### src/trace_pkg.sv
package trace_pkg;

  // ----------------------------------------------------------------------
  // tracer configuration
  // ----------------------------------------------------------------------

  // instructions retired per cycle at most
  localparam int unsigned NR_COMMIT_PORTS = 2;

  // retired PCs buffered per port
  localparam int unsigned PC_QUEUE_DEPTH = 16;

  // ----------------------------------------------------------------------
  // trace-side types
  // ----------------------------------------------------------------------

  typedef logic [0:0]  port_idx_t;
  typedef logic [63:0] cycle_t;

  // trace mode, privilege value or debug
  typedef logic [2:0] mode_t;

  localparam mode_t MODE_U = 3'd0;
  localparam mode_t MODE_S = 3'd1;
  localparam mode_t MODE_M = 3'd3;
  // debug mode wins over any privilege level
  localparam mode_t MODE_D = 3'd4;

endpackage

### src/riscv_pkg.sv
package riscv_pkg;

  // ----------------------------------------------------------------------
  // architectural widths
  // ----------------------------------------------------------------------

  // data and cause width
  localparam int unsigned XLEN = 64;

  // virtual address of a committed instruction
  typedef logic [63:0] vaddr_t;

  // raw instruction word, compressed ones zero extended
  typedef logic [31:0] insn_t;

  // exception cause, top bit set for interrupts
  typedef logic [XLEN-1:0] cause_t;

  // ----------------------------------------------------------------------
  // privilege levels
  // ----------------------------------------------------------------------

  typedef logic [1:0] priv_lvl_t;

  localparam priv_lvl_t PRIV_LVL_U = 2'd0;
  localparam priv_lvl_t PRIV_LVL_S = 2'd1;
  // level 2 is reserved
  localparam priv_lvl_t PRIV_LVL_M = 2'd3;

endpackage
### src/commit_tracer.sv
`timescale 1ns/1ps

module commit_tracer (
  input  logic                                               clk_i,
  input  logic                                               rst_ni,
  input  logic              [trace_pkg::NR_COMMIT_PORTS-1:0] commit_ack_i,
  input  riscv_pkg::vaddr_t [trace_pkg::NR_COMMIT_PORTS-1:0] commit_pc_i,
  input  riscv_pkg::insn_t  [trace_pkg::NR_COMMIT_PORTS-1:0] commit_insn_i,
  input  logic              [trace_pkg::NR_COMMIT_PORTS-1:0] commit_ex_valid_i,
  input  riscv_pkg::cause_t [trace_pkg::NR_COMMIT_PORTS-1:0] commit_cause_i,
  input  riscv_pkg::priv_lvl_t                               priv_lvl_i,
  input  logic                                               debug_mode_i,
  output logic              [trace_pkg::NR_COMMIT_PORTS-1:0] trace_valid_o,
  output logic              [trace_pkg::NR_COMMIT_PORTS-1:0] trace_exception_o,
  output logic              [trace_pkg::NR_COMMIT_PORTS-1:0] trace_interrupt_o,
  output riscv_pkg::vaddr_t [trace_pkg::NR_COMMIT_PORTS-1:0] trace_iaddr_o,
  output riscv_pkg::insn_t  [trace_pkg::NR_COMMIT_PORTS-1:0] trace_insn_o,
  output riscv_pkg::cause_t [trace_pkg::NR_COMMIT_PORTS-1:0] trace_cause_o,
  output trace_pkg::mode_t                                   trace_mode_o,
  output trace_pkg::cycle_t                                  trace_cycle_o,
  output logic                                               pc_valid_o,
  output riscv_pkg::vaddr_t                                  pc_o,
  output logic              [trace_pkg::NR_COMMIT_PORTS-1:0] pc_drop_o
);

  import riscv_pkg::*;
  import trace_pkg::*;

  // queue <-> arbiter
  logic   [NR_COMMIT_PORTS-1:0] q_empty;
  logic   [NR_COMMIT_PORTS-1:0] q_pop;
  vaddr_t [NR_COMMIT_PORTS-1:0] q_head_pc;

  commit_classifier i_classifier (
    .clk_i             ( clk_i             ),
    .rst_ni            ( rst_ni            ),
    .commit_ack_i      ( commit_ack_i      ),
    .commit_pc_i       ( commit_pc_i       ),
    .commit_insn_i     ( commit_insn_i     ),
    .commit_ex_valid_i ( commit_ex_valid_i ),
    .commit_cause_i    ( commit_cause_i    ),
    .priv_lvl_i        ( priv_lvl_i        ),
    .debug_mode_i      ( debug_mode_i      ),
    .trace_valid_o     ( trace_valid_o     ),
    .trace_exception_o ( trace_exception_o ),
    .trace_interrupt_o ( trace_interrupt_o ),
    .trace_iaddr_o     ( trace_iaddr_o     ),
    .trace_insn_o      ( trace_insn_o      ),
    .trace_cause_o     ( trace_cause_o     ),
    .trace_mode_o      ( trace_mode_o      ),
    .trace_cycle_o     ( trace_cycle_o     )
  );

  // ----------------------------------------------------------------------
  // retired PC queues, one per commit port
  // ----------------------------------------------------------------------
  for (genvar i = 0; i < NR_COMMIT_PORTS; i++) begin : gen_pc_queue
    pc_queue #(
      .DEPTH ( PC_QUEUE_DEPTH )
    ) i_pc_queue (
      .clk_i             ( clk_i                ),
      .rst_ni            ( rst_ni               ),
      .commit_ack_i      ( commit_ack_i[i]      ),
      .commit_ex_valid_i ( commit_ex_valid_i[i] ),
      .commit_pc_i       ( commit_pc_i[i]       ),
      .pop_i             ( q_pop[i]             ),
      .empty_o           ( q_empty[i]           ),
      .head_pc_o         ( q_head_pc[i]         ),
      .drop_o            ( pc_drop_o[i]         )
    );
  end

  pc_rr_arbiter i_arbiter (
    .clk_i      ( clk_i      ),
    .rst_ni     ( rst_ni     ),
    .empty_i    ( q_empty    ),
    .head_pc_i  ( q_head_pc  ),
    .pop_o      ( q_pop      ),
    .pc_valid_o ( pc_valid_o ),
    .pc_o       ( pc_o       )
  );

endmodule

### src/pc_rr_arbiter.sv
`timescale 1ns/1ps

module pc_rr_arbiter (
  input  logic                                               clk_i,
  input  logic                                               rst_ni,
  input  logic              [trace_pkg::NR_COMMIT_PORTS-1:0] empty_i,
  input  riscv_pkg::vaddr_t [trace_pkg::NR_COMMIT_PORTS-1:0] head_pc_i,
  output logic              [trace_pkg::NR_COMMIT_PORTS-1:0] pop_o,
  output logic                                               pc_valid_o,
  output riscv_pkg::vaddr_t                                  pc_o
);

  import trace_pkg::*;

  port_idx_t ptr_q;
  port_idx_t gnt_idx;
  logic      gnt_found;

  // ----------------------------------------------------------------------
  // first non-empty queue from the pointer onward
  // ----------------------------------------------------------------------
  always_comb begin
    int idx;
    gnt_found = 1'b0;
    gnt_idx   = ptr_q;
    pop_o     = '0;
    for (int off = 0; off < NR_COMMIT_PORTS; off++) begin
      idx = (int'(ptr_q) + off) % NR_COMMIT_PORTS;
      if (!gnt_found && !empty_i[idx]) begin
        gnt_found = 1'b1;
        gnt_idx   = port_idx_t'(idx);
      end
    end
    // granted head leaves its queue in the same cycle
    if (gnt_found) begin
      pop_o[gnt_idx] = 1'b1;
    end
  end

  assign pc_valid_o = gnt_found;
  assign pc_o       = head_pc_i[gnt_idx];

  // port after the granted one goes first next time
  always_ff @(posedge clk_i or negedge rst_ni) begin
    if (!rst_ni) begin
      ptr_q <= '0;
    end else if (gnt_found) begin
      ptr_q <= port_idx_t'((int'(gnt_idx) + 1) % NR_COMMIT_PORTS);
    end
  end

endmodule

### src/pc_queue.sv
`timescale 1ns/1ps

module pc_queue #(
  parameter int unsigned DEPTH = trace_pkg::PC_QUEUE_DEPTH
) (
  input  logic              clk_i,
  input  logic              rst_ni,
  input  logic              commit_ack_i,
  input  logic              commit_ex_valid_i,
  input  riscv_pkg::vaddr_t commit_pc_i,
  input  logic              pop_i,
  output logic              empty_o,
  output riscv_pkg::vaddr_t head_pc_o,
  output logic              drop_o
);

  import riscv_pkg::*;

  // DEPTH is a power of two, pointers carry one wrap bit
  localparam int unsigned AW = $clog2(DEPTH);

  vaddr_t      mem_q [DEPTH];
  logic [AW:0] wr_ptr_q;
  logic [AW:0] rd_ptr_q;
  logic        retire;
  logic        full;
  logic        empty;
  logic        push;
  logic        pop;
  logic        drop_q;

  assign empty = (wr_ptr_q == rd_ptr_q);
  assign full  = (wr_ptr_q[AW] != rd_ptr_q[AW]) &&
                 (wr_ptr_q[AW-1:0] == rd_ptr_q[AW-1:0]);

  // only plain retirements enter the queue
  assign retire = commit_ack_i & ~commit_ex_valid_i;

  // full is judged before this cycle's pop
  assign push = retire & ~full;
  assign pop  = pop_i & ~empty;

  always_ff @(posedge clk_i or negedge rst_ni) begin
    if (!rst_ni) begin
      wr_ptr_q <= '0;
      rd_ptr_q <= '0;
      drop_q   <= 1'b0;
    end else begin
      if (push) begin
        wr_ptr_q <= wr_ptr_q + 1'b1;
      end
      if (pop) begin
        rd_ptr_q <= rd_ptr_q + 1'b1;
      end
      // one-cycle pulse for a lost PC
      drop_q <= retire & full;
    end
  end

  // storage
  always_ff @(posedge clk_i) begin
    if (push) begin
      mem_q[wr_ptr_q[AW-1:0]] <= commit_pc_i;
    end
  end

  assign empty_o   = empty;
  assign head_pc_o = mem_q[rd_ptr_q[AW-1:0]];
  assign drop_o    = drop_q;

endmodule

### src/commit_classifier.sv
`timescale 1ns/1ps

module commit_classifier (
  input  logic                                               clk_i,
  input  logic                                               rst_ni,
  input  logic              [trace_pkg::NR_COMMIT_PORTS-1:0] commit_ack_i,
  input  riscv_pkg::vaddr_t [trace_pkg::NR_COMMIT_PORTS-1:0] commit_pc_i,
  input  riscv_pkg::insn_t  [trace_pkg::NR_COMMIT_PORTS-1:0] commit_insn_i,
  input  logic              [trace_pkg::NR_COMMIT_PORTS-1:0] commit_ex_valid_i,
  input  riscv_pkg::cause_t [trace_pkg::NR_COMMIT_PORTS-1:0] commit_cause_i,
  input  riscv_pkg::priv_lvl_t                               priv_lvl_i,
  input  logic                                               debug_mode_i,
  output logic              [trace_pkg::NR_COMMIT_PORTS-1:0] trace_valid_o,
  output logic              [trace_pkg::NR_COMMIT_PORTS-1:0] trace_exception_o,
  output logic              [trace_pkg::NR_COMMIT_PORTS-1:0] trace_interrupt_o,
  output riscv_pkg::vaddr_t [trace_pkg::NR_COMMIT_PORTS-1:0] trace_iaddr_o,
  output riscv_pkg::insn_t  [trace_pkg::NR_COMMIT_PORTS-1:0] trace_insn_o,
  output riscv_pkg::cause_t [trace_pkg::NR_COMMIT_PORTS-1:0] trace_cause_o,
  output trace_pkg::mode_t                                   trace_mode_o,
  output trace_pkg::cycle_t                                  trace_cycle_o
);

  import riscv_pkg::*;
  import trace_pkg::*;

  cycle_t                     cycle_q;
  mode_t                      mode_d;
  logic [NR_COMMIT_PORTS-1:0] valid_d;
  logic [NR_COMMIT_PORTS-1:0] exception_d;
  logic [NR_COMMIT_PORTS-1:0] interrupt_d;

  // counts edges since reset release, 0 in the first cycle
  always_ff @(posedge clk_i or negedge rst_ni) begin
    if (!rst_ni) begin
      cycle_q <= '0;
    end else begin
      cycle_q <= cycle_q + cycle_t'(1);
    end
  end

  assign mode_d = debug_mode_i ? MODE_D : mode_t'({1'b0, priv_lvl_i});

  // ----------------------------------------------------------------------
  // classification per port
  // ----------------------------------------------------------------------
  always_comb begin
    for (int i = 0; i < NR_COMMIT_PORTS; i++) begin
      valid_d[i]     = commit_ack_i[i] & ~commit_ex_valid_i[i];
      // top bit of the cause splits traps into exceptions and interrupts
      exception_d[i] = commit_ack_i[i] & commit_ex_valid_i[i] & ~commit_cause_i[i][XLEN-1];
      interrupt_d[i] = commit_ack_i[i] & commit_ex_valid_i[i] & commit_cause_i[i][XLEN-1];
    end
  end

  always_ff @(posedge clk_i or negedge rst_ni) begin
    if (!rst_ni) begin
      trace_valid_o     <= '0;
      trace_exception_o <= '0;
      trace_interrupt_o <= '0;
    end else begin
      trace_valid_o     <= valid_d;
      trace_exception_o <= exception_d;
      trace_interrupt_o <= interrupt_d;
    end
  end

  // record payload, qualified by the bits above
  always_ff @(posedge clk_i) begin
    trace_iaddr_o <= commit_pc_i;
    trace_insn_o  <= commit_insn_i;
    trace_cause_o <= commit_cause_i;
    trace_mode_o  <= mode_d;
    trace_cycle_o <= cycle_q;
  end

endmodule

### config.mk
export PLATFORM = sky130hd
export DESIGN_NAME = commit_tracer
export DESIGN_NICKNAME = d
export VERILOG_FILES = /design/src/trace_pkg.sv /design/src/riscv_pkg.sv /design/src/commit_tracer.sv /design/src/pc_rr_arbiter.sv /design/src/pc_queue.sv /design/src/commit_classifier.sv
export SDC_FILE = /design/constraint.sdc
export NUM_CORES = 2
export LEC_CHECK = 0
export ABC_AREA = 0
export BUFFER_PORTS_ARGS = -buffer_cell sky130_fd_sc_hd__buf_4
export CAP_MARGIN = 10
export CORE_AREA = 2 2 507 307
export DETAILED_ROUTE_END_ITERATION = 10
export DIE_AREA = 0 0 509 309
export HOLD_SLACK_MARGIN = 0.06
export PLACE_DENSITY = 0.77
export SYNTH_ARGS = -nofsm -noshare
export SYNTH_HDL_FRONTEND = slang
export SYNTH_HIERARCHICAL = 1
export SYNTH_SLANG_ARGS = --single-unit
### constraint.sdc
create_clock -name clk_i -period 10.1 [get_ports clk_i]
set_input_delay 2.02 -clock clk_i [delete_from_list [all_inputs] [get_ports clk_i]]
set_output_delay 2.02 -clock clk_i [all_outputs]
set_load 0.05 [all_outputs]
==> key figures <==
Run status
  – Status: finished, final reports clean

Setup path
  – Critical path type: reg2out
  – Max incr delay on CP: ~900 ps
  – Worst Path Required: 8080 ps
  – CP cell instances: buf_4, buf_4, buf_4, mux2i_1, a22oi_1, a32oi_1, o21ai_1, mux2_2, buf_4
  – CP dominant cell by count: buf_4
  – Delay-heaviest family, CP: buffers and inverters
  – Crit start category: register
  – Slowest CP cell: buf_4
  – CP max FO: 65
  – Critical Path Sink Type: output pin
  – Critical path arrival: 5680 ps
  – Crit path buf inv count: 4

Synthesis
  – Largest family of logic cells by synthesized area: multiplexers
  – Ys flop type: edfxtp_1
  – Post-synthesis mux area share: between 10% and 20%
  – Xor and xnor fraction of the mapped netlist area: less than 1%
  – Post-Synth Adder-Cell Area: less than 1%
  – Synth Cell Area: between 90000 and 100000 µm²
  – Area share of and/or/nand/nor cells after synthesis: between 1 and 1.5%
  – Post-synth ARST share: around 3.7%
  – Compound-Gate Fraction of Synth Area: between 3 and 4%
  – Syn Nets: about 4600
  – Part of the Yosys area used for sequential elements: approximately four fifths
  – Number of synthesized flops with an enable pin: roughly 2000
  – Mean Syn Cell Area: between 20 and 25 µm²
  – Post-synthesis register bit count: between 2000 and 3000
  – Syn. warnings: 6
  – Mapped Cells: 4306
  – Synth cell types: between 50 and 60

Detailed routing
  – Pre-Repair DR Iteration Count: 6
  – Met3 routed wirelength: 22130 µm
  – DR vias: between 40000 and 50000
  – Vias per inst: ~6.3
  – Post-DR wirelength/cell: 29.21 µm
  – WL met2: slightly above 100000 µm
  – Met1 WL: approximately 85000 µm
  – Routed Antenna Nets: 0
  – Detailed Route WL: 216100 µm
  – Top Metal Used: met5
  – DRC viols: 0
  – Starting DRT DRC Count: around 6000

Finish
  – P&R area growth vs syn: 16.48%
  – Nets: 5512
  – Share of cells above drive strength 1: a little under a third

Global routing
  – Initial antenna violation count: 7
  – First-pass GRT wire length: 308900 µm
  – All-Layer GR Usage: between 20% and 30%
  – Largest net degree at the start of global routing: 67
  – Vias in the first global route: 46460
  – Total gr overflow: 0

STA
  – Post-route setup TNS: 0 ps
  – Worst slew pin tran: roughly 1200 ps
  – RSZ-0062 raised after global routing: false
  – Slew HR: between 20% and 30%
  – Crit share post-route: between 70 and 80%
  – Final setup viols: 0
  – Fmax: 129.8 MHz
  – Pins over their slew limit: 0
  – Hold Worst Slack: around 400 ps
  – Clock skew: 27.81 ps
  – Final min period: about 7700 ps
  – Final Hold Viols: 0

CTS
  – Post-CTS sizing: 0
  – Cts bufs inserted: approximately 210
  – Clock root buffer: clkbuf_16
  – Max Root-Sink Buffers: 3
  – TritonCTS clock tree: yes
  – Clk sinks: around 2500
  – Clock transition at path regs: 70 ps
  – Setup Fix Bufs, Post-CTS: 0
  – Clock latency on the worst-skew pair: 860 ps
  – CTS Hold Buffers Added: 0
  – Htree depth: 4

Power
  – Pwr Density: between 200 and 300 nW/µm²
  – Peak supply drop: roughly 600 µV
  – Cell internal pwr: 19.97 mW
  – Power share of the sequential group: 40.2%
  – Static Leak: between 30 and 40 nW
  – Switching Share: between 30 and 40%
  – Part of the power in the clock network: between 20% and 30%
  – Combinational power share: about 33%
  – Switching Power: around 10 mW

Floorplanning
  – Top Ports: between 700 and 800
  – Rows: about 110
  – Die Area: roughly 160000 µm²
  – Core ar.: 152400 µm²
  – Die Y-Extent: between 300 and 400 µm
  – Die Wd: between 500 and 600 µm
  – Initial Util: about three fifths

Worst hold path
  – Hold WC Path Type: reg2reg

Place
  – Routability congestion estimate: 0.8290
  – DPL Wire Length: 117800 µm
  – Buffers on Ports: a little under 800

Flow run
  – Max Cap Viol: 0
[cells in the mapped netlist (all sizes together), types with 2 or more instances]
master   count  share of area [%]
a211o        4              0.038
a22oi      128                1.1
a32oi      128                1.2
and2         4              0.027
and3        16               0.11
and4         7              0.067
buf        155                1.1
clkbuf      61               0.25
clkinv       2             0.0082
dfrtp       93                2.6
dfxtp      387                8.5
edfxtp    2048                 67
ha          11               0.15
inv          9              0.037
mux2        68               0.84
mux2i      384                4.2
mux4       384                9.5
nand2       33               0.14
nand2b       6              0.041
nand3       25               0.15
nand4       22               0.16
nor2        48               0.20
nor2b        9              0.064
nor3        19               0.11
nor3b        4              0.033
nor4         9              0.092
o2111ai      2              0.033
o211ai      12               0.16
o21ai      133               0.74
or3          2              0.014
or4          3              0.029
xnor2       66               0.65
xor2        20               0.19
[sequential cells by signal (all words and copies together) (netlist names)]
name	count
gen_pc_queue.i_pc_queue/mem_q	2048
i_classifier/trace_cause_o	128
gen_pc_queue.i_pc_queue/rd_ptr_q	10
i_classifier/trace_insn_o	64
i_classifier/trace_mode_o	3
i_classifier/trace_valid_o	2
gen_pc_queue.i_pc_queue/drop_o	2
i_classifier/trace_iaddr_o	128
i_arbiter/ptr_q	1
i_classifier/trace_cycle_o	64
i_classifier/trace_exception_o	2
i_classifier/trace_interrupt_o	2
gen_pc_queue.i_pc_queue/wr_ptr_q	10
i_classifier/cycle_q	64
[stage by stage]
step	cells	area, µm²	worst slack (ps)	power, mW	utilization, %
2_1_floorplan	4306	91180	2524	19.22	-
3_3_place_gp	6992	99260	3442	22.15	65.15
3_5_place_dp	6992	99260	3384	22.28	65.15
4_1_cts	7391	106200	2443	30.46	69.70
5_1_grt	7392	106200	2245	31.29	69.70
6_report	7396	106200	2397	30.35	69.71
[power groups by stage]
stage	Sequential [mW]	Combinational (mW)	Clock [mW]
6_report	12.2	9.94	8.20
5_1_grt	12.3	10.3	8.72
4_1_cts	12.2	9.91	8.33
3_5_place_dp	12.4	9.85	0
3_3_place_gp	12.4	9.74	0
2_1_floorplan	12.4	6.79	0
[placed cells by master (no fill, tap or decap), types with 22 or more instances in the layout]
| cell | count |
|---|---|
| nand3_1 | 23 |
| mux4_2 | 384 |
| xnor2_1 | 64 |
| dfxtp_1 | 387 |
| o21ai_1 | 132 |
| nor2_1 | 22 |
| mux2_2 | 59 |
| buf_4 | 867 |
| edfxtp_1 | 2048 |
| dfrtp_1 | 87 |
| a32oi_1 | 128 |
| mux2i_1 | 384 |
| nand2_1 | 33 |
| clkinv_1 | 25 |
| nor2_4 | 26 |
| clkbuf_1 | 56 |
| a22oi_1 | 128 |
| clkbuf_16 | 219 |
| clkinv_2 | 31 |
[logic make-up after synthesis]
| group | after synthesis |
|---|---|
| AOI/OAI and AO/OA | 408 |
| xor gates and xnor gates | 86 |
| adders and majority gates | 11 |
| buffers and inverters | 227 |
| DFF | 2528 |
| muxes | 836 |
| and+or+nand+nor | 210 |
[final timing paths]
| check | cells past startpoint | slack, ps | end | from |
|---|---|---|---|---|
| max | 9 | 2400 | pc_o[27] | gen_pc_queue[1].i_pc_queue/rd_ptr_q[1] |
| min | 0 | 400 | i_classifier/trace_cycle_o[63] | i_classifier/cycle_q[63] |
| max reg2reg | 5 | 5970 | gen_pc_queue[0].i_pc_queue/mem_q[11][20] | gen_pc_queue[0].i_pc_queue/rd_ptr_q[1] |
| min reg2reg | 0 | 400 | i_classifier/trace_cycle_o[63] | i_classifier/cycle_q[63] |
| max in group asynchronous | 2 | 7480 | gen_pc_queue[1].i_pc_queue/rd_ptr_q[1] | rst_ni |
| min in group asynchronous | 1 | 1130 | i_classifier/cycle_q[63] | rst_ni |
[layer usage]
layer	up-vias	GRT usage (%)
met4	6	8.313
met5	-	0
met2	2578	41.93
met1	24310	39.37
li1	19370	-
met3	330	5.805
[area by class of cell]
cell class,instances,area [µm²]
antenna,5,12.51
sequential,2528,71600
fill,9227,46150
timing repair buffer,868,6529
clock inverter,108,1023
inverter,11,41.29
multi-input combinational,1551,18550
clock buffer,291,5911
tap,2034,2545
No activity file was read; power rests on OpenSTA's default activity.
